### src/design/dma_defines.svh
`ifndef DMA_DEFINES_SVH
`define DMA_DEFINES_SVH

// ============================================================================
// Bus widths
// ============================================================================
`define DMA_DATA_WIDTH      32
`define DMA_ADDR_WIDTH      32
`define DMA_AXI_LEN_WIDTH   8
`define DMA_BYTES_PER_BEAT  4

// INCR burst limit in beats
`define DMA_MAX_BURST       16

// ============================================================================
// Descriptor layout
// ============================================================================
`define DMA_DESC_WORDS      4
`define DMA_DESC_IDX_WIDTH  2
`define DMA_DESC_BYTES      16

// Word positions inside a descriptor, the last word is the unused control word
`define DMA_DESC_SRC_WORD   0
`define DMA_DESC_DST_WORD   1
`define DMA_DESC_LEN_WORD   2

`endif

### src/design/dma_axi_pkg.sv
`include "dma_defines.svh"

package dma_axi_pkg;

    // ========================================================================
    // AXI4 read channel types
    // ========================================================================

    // Response codes on the R channel
    typedef enum logic [1:0] {
        OKAY   = 2'b00,
        EXOKAY = 2'b01,
        SLVERR = 2'b10,
        DECERR = 2'b11
    } axi_resp_e;

    // Burst length field, beats minus one
    typedef logic [`DMA_AXI_LEN_WIDTH-1:0] axi_len_t;

    // Read request on the AR channel
    // Size is one word and burst type is INCR on every request
    typedef struct packed {
        logic [`DMA_ADDR_WIDTH-1:0] addr;
        axi_len_t                   len;
    } axi_ar_t;

    // One beat on the R channel
    typedef struct packed {
        logic [`DMA_DATA_WIDTH-1:0] data;
        axi_resp_e                  resp;
        logic                       last;
    } axi_r_t;

endpackage

### src/design/dma_ctrl_pkg.sv
`include "dma_defines.svh"

package dma_ctrl_pkg;

    // ========================================================================
    // Engine control types
    // ========================================================================

    // Job sequencing
    typedef enum logic [2:0] {
        IDLE       = 3'd0,
        FETCH_DESC = 3'd1,
        READ_SETUP = 3'd2,
        READ_DATA  = 3'd3,
        DONE       = 3'd4
    } dma_state_e;

    // Fields taken from the job descriptor
    // Length in bytes, always a multiple of the beat size
    typedef struct packed {
        logic [`DMA_ADDR_WIDTH-1:0] src;
        logic [`DMA_ADDR_WIDTH-1:0] dst;
        logic [`DMA_ADDR_WIDTH-1:0] length;
    } dma_desc_t;

    // Write into the local tile memory
    typedef struct packed {
        logic [`DMA_ADDR_WIDTH-1:0] addr;
        logic [`DMA_DATA_WIDTH-1:0] data;
    } lmem_wr_t;

endpackage

### src/design/dma_fsm.sv
`timescale 1ns/10ps
`include "dma_defines.svh"

module dma_fsm (
    input  logic                        clk,
    input  logic                        rst_n,
    input  logic                        start,
    input  logic                        desc_done,
    input  logic                        zero_len,
    input  logic                        last_burst,
    input  logic                        ar_accept,
    input  logic                        r_accept,
    input  dma_axi_pkg::axi_r_t         r,
    input  dma_axi_pkg::axi_ar_t        desc_req,
    input  dma_axi_pkg::axi_ar_t        burst_req,
    output dma_ctrl_pkg::dma_state_e    state,
    output logic                        rd_issue,
    output dma_axi_pkg::axi_ar_t        rd_req,
    output logic                        busy,
    output logic                        done,
    output logic                        error,
    output logic [`DMA_ADDR_WIDTH-1:0]  head_ptr
);
    import dma_axi_pkg::*;
    import dma_ctrl_pkg::*;

    dma_state_e state_next;
    logic       rd_pending;

    // ========================================================================
    // Job sequencing
    // ========================================================================
    always_ff @(posedge clk) begin
        if (!rst_n) begin
            state <= IDLE;
        end else begin
            state <= state_next;
        end
    end

    always_comb begin
        state_next = state;
        case (state)
            IDLE: begin
                if (start) begin
                    state_next = FETCH_DESC;
                end
            end
            FETCH_DESC: begin
                if (desc_done) begin
                    state_next = zero_len ? DONE : READ_SETUP;
                end
            end
            READ_SETUP: begin
                if (ar_accept) begin
                    state_next = READ_DATA;
                end
            end
            READ_DATA: begin
                if (r_accept && r.last) begin
                    state_next = last_burst ? DONE : READ_SETUP;
                end
            end
            DONE:    state_next = IDLE;
            default: state_next = IDLE;
        endcase
    end

    // ========================================================================
    // Read request selection
    // ========================================================================

    // One request in flight, released by its final beat
    always_ff @(posedge clk) begin
        if (!rst_n) begin
            rd_pending <= 1'b0;
        end else if (rd_issue) begin
            rd_pending <= 1'b1;
        end else if (r_accept && (r.last || state == FETCH_DESC)) begin
            rd_pending <= 1'b0;
        end
    end

    assign rd_issue = !rd_pending &&
                      ((state == FETCH_DESC && !desc_done) || state == READ_SETUP);
    assign rd_req   = (state == READ_SETUP) ? burst_req : desc_req;

    // Status registers
    always_ff @(posedge clk) begin
        if (!rst_n) begin
            busy     <= 1'b0;
            done     <= 1'b0;
            error    <= 1'b0;
            head_ptr <= '0;
        end else begin
            busy <= (state != IDLE);
            done <= (state == DONE);
            // Sticky until the next job is started
            if (r_accept && r.resp != OKAY) begin
                error <= 1'b1;
            end else if (start && state == IDLE) begin
                error <= 1'b0;
            end
            if (state == DONE) begin
                head_ptr <= head_ptr + `DMA_DESC_BYTES;
            end
        end
    end

endmodule

### src/design/dma_desc_fetch.sv
`timescale 1ns/10ps
`include "dma_defines.svh"

module dma_desc_fetch (
    input  logic                        clk,
    input  logic                        rst_n,
    input  dma_ctrl_pkg::dma_state_e    state,
    input  logic [`DMA_ADDR_WIDTH-1:0]  job_desc_addr,
    input  logic                        ar_accept,
    input  logic                        r_accept,
    input  dma_axi_pkg::axi_r_t         r,
    output dma_axi_pkg::axi_ar_t        desc_req,
    output logic                        desc_done,
    output dma_ctrl_pkg::dma_desc_t     desc
);
    import dma_ctrl_pkg::*;

    logic [`DMA_DESC_IDX_WIDTH-1:0] word_idx;
    logic                           beat_wait;
    logic                           all_words;
    logic [`DMA_ADDR_WIDTH-1:0]     base_addr;

    // Job address is held from the doorbell cycle
    always_ff @(posedge clk) begin
        if (state == IDLE) begin
            base_addr <= job_desc_addr;
        end
    end

    // ========================================================================
    // Word index and outstanding beat
    // ========================================================================
    always_ff @(posedge clk) begin
        if (!rst_n) begin
            word_idx  <= '0;
            beat_wait <= 1'b0;
            all_words <= 1'b0;
        end else if (state == IDLE) begin
            word_idx  <= '0;
            beat_wait <= 1'b0;
            all_words <= 1'b0;
        end else if (state == FETCH_DESC) begin
            if (ar_accept) begin
                beat_wait <= 1'b1;
            end else if (r_accept && beat_wait) begin
                beat_wait <= 1'b0;
                word_idx  <= word_idx + 1'b1;
                if (word_idx == `DMA_DESC_WORDS - 1) begin
                    all_words <= 1'b1;
                end
            end
        end
    end

    // Each word goes straight to its field, control word dropped
    always_ff @(posedge clk) begin
        if (state == FETCH_DESC && r_accept && beat_wait) begin
            case (word_idx)
                `DMA_DESC_SRC_WORD: desc.src    <= r.data;
                `DMA_DESC_DST_WORD: desc.dst    <= r.data;
                `DMA_DESC_LEN_WORD: desc.length <= r.data;
                default: ;
            endcase
        end
    end

    // Single beat at job address plus word offset
    assign desc_req.addr = base_addr + word_idx * `DMA_BYTES_PER_BEAT;
    assign desc_req.len  = '0;

    assign desc_done = all_words && (state == FETCH_DESC);

endmodule

### src/design/dma_burst_counter.sv
`timescale 1ns/10ps
`include "dma_defines.svh"

module dma_burst_counter (
    input  logic                        clk,
    input  logic                        rst_n,
    input  dma_ctrl_pkg::dma_state_e    state,
    input  logic                        desc_done,
    input  dma_ctrl_pkg::dma_desc_t     desc,
    input  logic                        r_accept,
    output dma_axi_pkg::axi_ar_t        burst_req,
    output logic [`DMA_ADDR_WIDTH-1:0]  beat_addr,
    output logic                        last_burst,
    output logic                        zero_len
);
    import dma_axi_pkg::*;
    import dma_ctrl_pkg::*;

    logic [`DMA_ADDR_WIDTH-1:0] src_addr;
    logic [`DMA_ADDR_WIDTH-1:0] dst_addr;
    logic [`DMA_ADDR_WIDTH-1:0] remaining;
    logic [`DMA_ADDR_WIDTH-1:0] burst_bytes;
    axi_len_t                   burst_beats;
    axi_len_t                   burst_len;
    axi_len_t                   beat_cnt;
    logic                       burst_end;

    // ========================================================================
    // Next burst size
    // ========================================================================
    always_comb begin
        if (remaining >= `DMA_MAX_BURST * `DMA_BYTES_PER_BEAT) begin
            burst_beats = axi_len_t'(`DMA_MAX_BURST);
        end else begin
            burst_beats = axi_len_t'(remaining / `DMA_BYTES_PER_BEAT);
        end
    end

    assign burst_len   = burst_beats - 1'b1;
    assign burst_bytes = burst_beats * `DMA_BYTES_PER_BEAT;
    assign burst_end   = (state == READ_DATA) && r_accept && (beat_cnt == burst_len);

    // ========================================================================
    // Counters
    // ========================================================================
    always_ff @(posedge clk) begin
        if (!rst_n) begin
            remaining <= '0;
            beat_cnt  <= '0;
        end else if (desc_done) begin
            remaining <= desc.length;
            beat_cnt  <= '0;
        end else if (burst_end) begin
            remaining <= remaining - burst_bytes;
            beat_cnt  <= '0;
        end else if (state == READ_DATA && r_accept) begin
            beat_cnt <= beat_cnt + 1'b1;
        end
    end

    // Both addresses step together by the finished burst
    always_ff @(posedge clk) begin
        if (desc_done) begin
            src_addr <= desc.src;
            dst_addr <= desc.dst;
        end else if (burst_end) begin
            src_addr <= src_addr + burst_bytes;
            dst_addr <= dst_addr + burst_bytes;
        end
    end

    assign burst_req.addr = src_addr;
    assign burst_req.len  = burst_len;

    // Local address of the beat now on the R channel
    assign beat_addr = dst_addr + beat_cnt * `DMA_BYTES_PER_BEAT;

    assign last_burst = (remaining - burst_bytes) == '0;
    assign zero_len   = (desc.length == '0);

endmodule

### src/design/dma_read_port.sv
`timescale 1ns/10ps
`include "dma_defines.svh"

module dma_read_port (
    input  logic                        clk,
    input  logic                        rst_n,
    input  dma_ctrl_pkg::dma_state_e    state,
    input  logic                        rd_issue,
    input  dma_axi_pkg::axi_ar_t        rd_req,
    input  logic [`DMA_ADDR_WIDTH-1:0]  beat_addr,
    input  logic                        arready,
    input  logic                        rvalid,
    input  dma_axi_pkg::axi_r_t         r,
    output dma_axi_pkg::axi_ar_t        ar,
    output logic                        arvalid,
    output logic                        rready,
    output logic                        ar_accept,
    output logic                        r_accept,
    output dma_ctrl_pkg::lmem_wr_t      lmem_wr,
    output logic                        lmem_we
);
    import dma_ctrl_pkg::*;

    logic desc_beat_wait;

    // ========================================================================
    // AR channel
    // ========================================================================

    // Request held stable until the slave takes it
    always_ff @(posedge clk) begin
        if (!rst_n) begin
            arvalid <= 1'b0;
        end else if (rd_issue) begin
            arvalid <= 1'b1;
        end else if (ar_accept) begin
            arvalid <= 1'b0;
        end
    end

    always_ff @(posedge clk) begin
        if (rd_issue) begin
            ar <= rd_req;
        end
    end

    assign ar_accept = arvalid && arready;

    // ========================================================================
    // R channel
    // ========================================================================
    always_ff @(posedge clk) begin
        if (!rst_n) begin
            desc_beat_wait <= 1'b0;
        end else if (ar_accept && state == FETCH_DESC) begin
            desc_beat_wait <= 1'b1;
        end else if (r_accept) begin
            desc_beat_wait <= 1'b0;
        end
    end

    assign rready   = (state == READ_DATA) || (state == FETCH_DESC && desc_beat_wait);
    assign r_accept = rvalid && rready;

    // Local memory write, data beats only
    always_ff @(posedge clk) begin
        if (!rst_n) begin
            lmem_we <= 1'b0;
        end else begin
            lmem_we <= r_accept && (state == READ_DATA);
        end
    end

    always_ff @(posedge clk) begin
        if (r_accept && state == READ_DATA) begin
            lmem_wr.addr <= beat_addr;
            lmem_wr.data <= r.data;
        end
    end

endmodule

### src/design/dma_engine_top.sv
`timescale 1ns/10ps
`include "dma_defines.svh"

module dma_engine_top (
    input  logic                        clk,
    input  logic                        rst_n,

    // Doorbell and status
    input  logic                        start,
    input  logic [`DMA_ADDR_WIDTH-1:0]  job_desc_addr,
    output logic                        busy,
    output logic                        done,
    output logic                        error,
    output logic [`DMA_ADDR_WIDTH-1:0]  head_ptr,

    // AXI4 read address
    output dma_axi_pkg::axi_ar_t        ar,
    output logic                        arvalid,
    input  logic                        arready,

    // AXI4 read data
    input  dma_axi_pkg::axi_r_t         r,
    input  logic                        rvalid,
    output logic                        rready,

    // Tile memory write port
    output dma_ctrl_pkg::lmem_wr_t      lmem_wr,
    output logic                        lmem_we
);
    import dma_axi_pkg::*;
    import dma_ctrl_pkg::*;

    dma_state_e                 state;
    axi_ar_t                    desc_req;
    axi_ar_t                    burst_req;
    axi_ar_t                    rd_req;
    dma_desc_t                  desc;
    logic                       desc_done;
    logic                       zero_len;
    logic                       last_burst;
    logic                       rd_issue;
    logic                       ar_accept;
    logic                       r_accept;
    logic [`DMA_ADDR_WIDTH-1:0] beat_addr;

    dma_fsm u_fsm (
        .clk        (clk),
        .rst_n      (rst_n),
        .start      (start),
        .desc_done  (desc_done),
        .zero_len   (zero_len),
        .last_burst (last_burst),
        .ar_accept  (ar_accept),
        .r_accept   (r_accept),
        .r          (r),
        .desc_req   (desc_req),
        .burst_req  (burst_req),
        .state      (state),
        .rd_issue   (rd_issue),
        .rd_req     (rd_req),
        .busy       (busy),
        .done       (done),
        .error      (error),
        .head_ptr   (head_ptr)
    );

    dma_desc_fetch u_desc_fetch (
        .clk           (clk),
        .rst_n         (rst_n),
        .state         (state),
        .job_desc_addr (job_desc_addr),
        .ar_accept     (ar_accept),
        .r_accept      (r_accept),
        .r             (r),
        .desc_req      (desc_req),
        .desc_done     (desc_done),
        .desc          (desc)
    );

    dma_burst_counter u_burst_counter (
        .clk        (clk),
        .rst_n      (rst_n),
        .state      (state),
        .desc_done  (desc_done),
        .desc       (desc),
        .r_accept   (r_accept),
        .burst_req  (burst_req),
        .beat_addr  (beat_addr),
        .last_burst (last_burst),
        .zero_len   (zero_len)
    );

    dma_read_port u_read_port (
        .clk       (clk),
        .rst_n     (rst_n),
        .state     (state),
        .rd_issue  (rd_issue),
        .rd_req    (rd_req),
        .beat_addr (beat_addr),
        .arready   (arready),
        .rvalid    (rvalid),
        .r         (r),
        .ar        (ar),
        .arvalid   (arvalid),
        .rready    (rready),
        .ar_accept (ar_accept),
        .r_accept  (r_accept),
        .lmem_wr   (lmem_wr),
        .lmem_we   (lmem_we)
    );

endmodule

### config.mk
export PLATFORM = sky130hd
export DESIGN_NAME = dma_engine_top
export DESIGN_NICKNAME = d
export VERILOG_FILES = /design/src/design/dma_axi_pkg.sv /design/src/design/dma_ctrl_pkg.sv /design/src/design/dma_fsm.sv /design/src/design/dma_desc_fetch.sv /design/src/design/dma_burst_counter.sv /design/src/design/dma_read_port.sv /design/src/design/dma_engine_top.sv
export VERILOG_INCLUDE_DIRS = /design/src /design/src/design
export SDC_FILE = /design/constraint.sdc
export NUM_CORES = 1
export LEC_CHECK = 0
export BUFFER_PORTS_ARGS = -buffer_cell sky130_fd_sc_hd__buf_2
export CAP_MARGIN = 25
export CORE_MARGIN = 10
export CORE_UTILIZATION = 60
export DETAILED_ROUTE_END_ITERATION = 10
export GPL_TIMING_DRIVEN = 0
export PLACE_DENSITY = 0.88
export RECOVER_POWER = 100
export SYNTH_ARGS = -nofsm -noshare
export SYNTH_HDL_FRONTEND = slang
export SYNTH_SLANG_ARGS = --single-unit
export TNS_END_PERCENT = 30
### constraint.sdc
create_clock -name clk -period 9.7 [get_ports clk]
set_input_delay 1.94 -clock clk [delete_from_list [all_inputs] [get_ports clk]]
set_output_delay 1.94 -clock clk [all_outputs]
set_load 0.02 [all_outputs]
==> results.txt <==
- Yosys printed 0 warnings.
- Num rows: 62
* Via density per instance: 6.15
- Classification of the worst setup path: reg2reg
- Skew final: 0.0170 ns
* Number of global-route vias before repair: 13500
- Together, buffers and inverters on the worst path number 6.
* Placeable Area: 28600 µm²
- Finish-stage setup viols: 0
- Count of maximum capacitance violations: 4
- The number of max-slew violations in the final report came to 111.
- Largest area contributor in the synthesized netlist: edfxtp_1
* Htree depth: 2
- Among all cell types in the netlist, the one instantiated most often is edfxtp_1.
- VDD sags by at most 0.129 mV.
- Critical-path top delay cell: nor4_1
- In the final layout, the share of cells above drive strength 1 is 6.43%.
- Worst Setup Start Kind: flip-flop
- Routed via count: 13600
- For this run, the leading register cell type out of synthesis is edfxtp_1.
- The largest single stage delay on the critical path is 1.42 ns.
- In this run the tightest slew margin relative to its limit is -33.9%.
- Share of the core filled with cells in the final layout: 69.9%
- CTS tree: yes
- Quantity of gates resized following cts: 0
- Counting flops with an async set or reset pin after synthesis yields a share of 0%.
- Cells after Synth: 1532
- Number of stages on the worst setup path: 17
- CP cell instances: clkbuf_1, or4_1, clkbuf_1, nor4_1, and3_1, clkbuf_1, nand2_1, ha_1, or3b_2, a32o_1, nand2_1, o21ai_0, nor2_1, clkbuf_1, nor2_1, inv_2, buf_12
- Total of buffers placed on input and output ports: 208
- The worst setup path is captured at a flip-flop.
- Count of state elements after synthesis: 378
* WL per Instance: 22.0 µm
- Total power density per cell area: 198 nW/µm²
* # hold bufs at CTS: 0
* Number of synthesized flops with an enable pin: 296
- At the end of routability-driven placement, the weighted congestion stood at 0.978.
* Maximum clock path buffer count: 3
- The floorplan step defined a die boundary enclosing 36100 µm².
- Clk sink count: 378
* Leak Pwr: 6.72 nW
- The number of antenna diodes in the final layout is 0.
- Arrival time reported for the critical path endpoint: 7.71 ns
- Maximum number of pins on one net before global-route repair: 41
- At the pin with the least slew margin, the transition time is 2.01 ns.
* HPWL after detailed placement: 35200 µm
- Fraction of post-synthesis cell area in the top cell type by area: 51.3%
- Static timing analysis puts the maximum clock frequency at 0.134 GHz.
* Outcome: finished with violations
* CP dominant cell by count: clkbuf_1
* Post-synthesis instance area: 17300 µm²
* Number of buffers inserted during clock tree synthesis: 41
- In the finished design, the share of the clock period the worst path needs comes to 77.2%.
* Top cells by instance count after synthesis: 296 x edfxtp_1, 194 x nand2_1, 106 x nor2_1
* Clock slew at the register clock pins of the worst setup and hold paths: 0.06 ns
- Count of TritonRoute iterations in the first routing pass: 9
* RSZ-0062 raised after global routing: no
- First-pass GRT wire length: 74500 µm
* Remaining number of nets flagged by the antenna check after routing: 0
* Final Net Count: 1913
- Initial core utilization: 60.5%
- Min-delay worst type: reg2reg
- Instance count along the most critical hold path: 0
- R2r worst-path depth: 17
* Overflow left after global routing: 0
- The checks that failed: capacitance limit, slew limit.
- The clock reaches the later pin of the worst-skew pair after 0.54 ns.
- Synth unique cells: 75
- Counting I/O delays and the setup requirement, the final critical path takes 7.49 ns.
* Die W: 190 µm
* Area growth from synthesis to layout: 15.4%
* Clock Root Buffer: clkbuf_16
* Sequential fraction of the synthesis area: 60.8%
- DRT iter0 DRCs: 1621
* Total DRC errors in the routed layout: 0
* CP top delay family: simple AND/OR/NAND/NOR gates
* Total power of the final layout: 3.97 mW
- Aggregate global-route resource usage: 26.2%
* Chip height: 190 µm
- In this run the worst path has a maximum fanout of 40.
- Post-synthesis area per instance: 11.3 µm²
- For this design the top-level I/O count stands at 214.
- Setup total negative slack on the finished layout was measured at 0 ns.
- After detailed routing, the total wire length is 48800 µm.
* Final hold viol count: 0
* Antenna violations before repair: 0
- By area the synthesized netlist is led by edfxtp_1 51%, dfxtp_1 9.5%, nand2_1 4.2%, xnor2_1 4.2%, xor2_1 3.2%.
* Req. time, crit path: 9.92 ns
* Buffers inserted during post-CTS setup optimization: 0
[report_power, final]
part / total (mW) / internal [mW] / switching, mW
combinational: 0.448 / 0.110 / 0.338
sequential: 1.99 / 1.92 / 0.0660
clock: 1.53 / 0.882 / 0.647
[worst reg2reg max path, delay by kind of cell (launching register included)]
kind,cells,cell delay [ns]
AOI/OAI and AO/OA,2,0.49
adders and majority gates,1,0.38
buffers and inverters,6,2.28
DFF,1,0.30
and+or+nand+nor,8,3.70
[through the flow]
step	worst slack (ns)	instances	instance area (µm²)	hold WS (ns)
finish	2.21	2218	20000	0.425
global route	2.10	2218	20000	0.438
CTS	3.93	2217	20400	0.431
detailed placement	3.98	2143	19100	0.405
global placement	1.14	2133	18900	0.406
floorplan	3.31	1541	17400	0.400
[registers in the layout, summed over array words and instances (netlist names)]
name and cells:
u_read_port.arvalid 1, u_burst_counter.remaining 32, u_fsm.error 1, u_fsm.busy 1
u_read_port.lmem_wr 64, u_fsm.done 1, u_fsm.state 3, u_read_port.desc_beat_wait 1
u_fsm.rd_pending 1, u_read_port.ar 40, u_desc_fetch.all_words 1, u_fsm.head_ptr 28
u_burst_counter.beat_cnt 8, u_burst_counter.src_addr 32, u_burst_counter.dst_addr 32, u_desc_fetch.desc 96
u_read_port.lmem_we 1, u_desc_fetch.beat_wait 1, u_desc_fetch.base_addr 32, u_desc_fetch.word_idx 2
[layout by cell type (no fill, tap or decap), types with 45 or more instances in the layout]
master    synthesis  layout
xor2_1           63      63
inv_1            44      45
nand3_1          51      51
a21oi_1          70      70
nand2_1         194     194
xnor2_1          83      83
dfxtp_1          82      82
o21ai_0         100     101
edfxtp_1        296     296
clkbuf_1         55     255
nor2_1          106     107
[per-layer routing]
layer	global-route usage, %	wire, µm	vias up
li1	-	-	6136
met1	31.9	18000	6492
met5	0	0	-
met4	11.9	1990	0
met3	6.22	5070	148
met2	43.4	23600	859
[cell families (layout without fill, tap and decap cells)]
| logic type | count (synthesis) | in the layout | share of synthesized area [%] |
|---|---|---|---|
| AO/OA/AOI/OAI | 270 | 270 | 9.54 |
| adder cells (fa/ha/maj) | 38 | 38 | 2.92 |
| AND/OR/NAND/NOR | 572 | 572 | 16.1 |
| multiplexers | 9 | 9 | 0.534 |
| XOR/XNOR | 146 | 146 | 7.38 |
| flip-flops | 378 | 378 | 60.8 |
| buffers and inverters | 117 | 410 | 2.76 |
| other | 2 | 11 | 0.0433 |
[area by class of cell]
class	count	area (µm²)
plain buffers	71	289
clock buffers	58	1180
clock inverters	16	133
fillers	2069	8630
inverters	46	173
multi-input cells	1046	6330
flip-flops and latches	378	10500
well taps	384	480
repair buffers	219	881
[worst paths after layout]
check                                     from                      endpoint  slack (ns)
hold / removal     u_burst_counter.dst_addr[1]       u_read_port.lmem_wr[33]        0.42
hold reg to reg    u_burst_counter.dst_addr[1]       u_read_port.lmem_wr[33]        0.42
setup / recovery  u_burst_counter.remaining[8]  u_burst_counter.src_addr[30]        2.21
setup reg to reg  u_burst_counter.remaining[8]  u_burst_counter.src_addr[30]        2.21
Power figures use the tool's default switching activity.
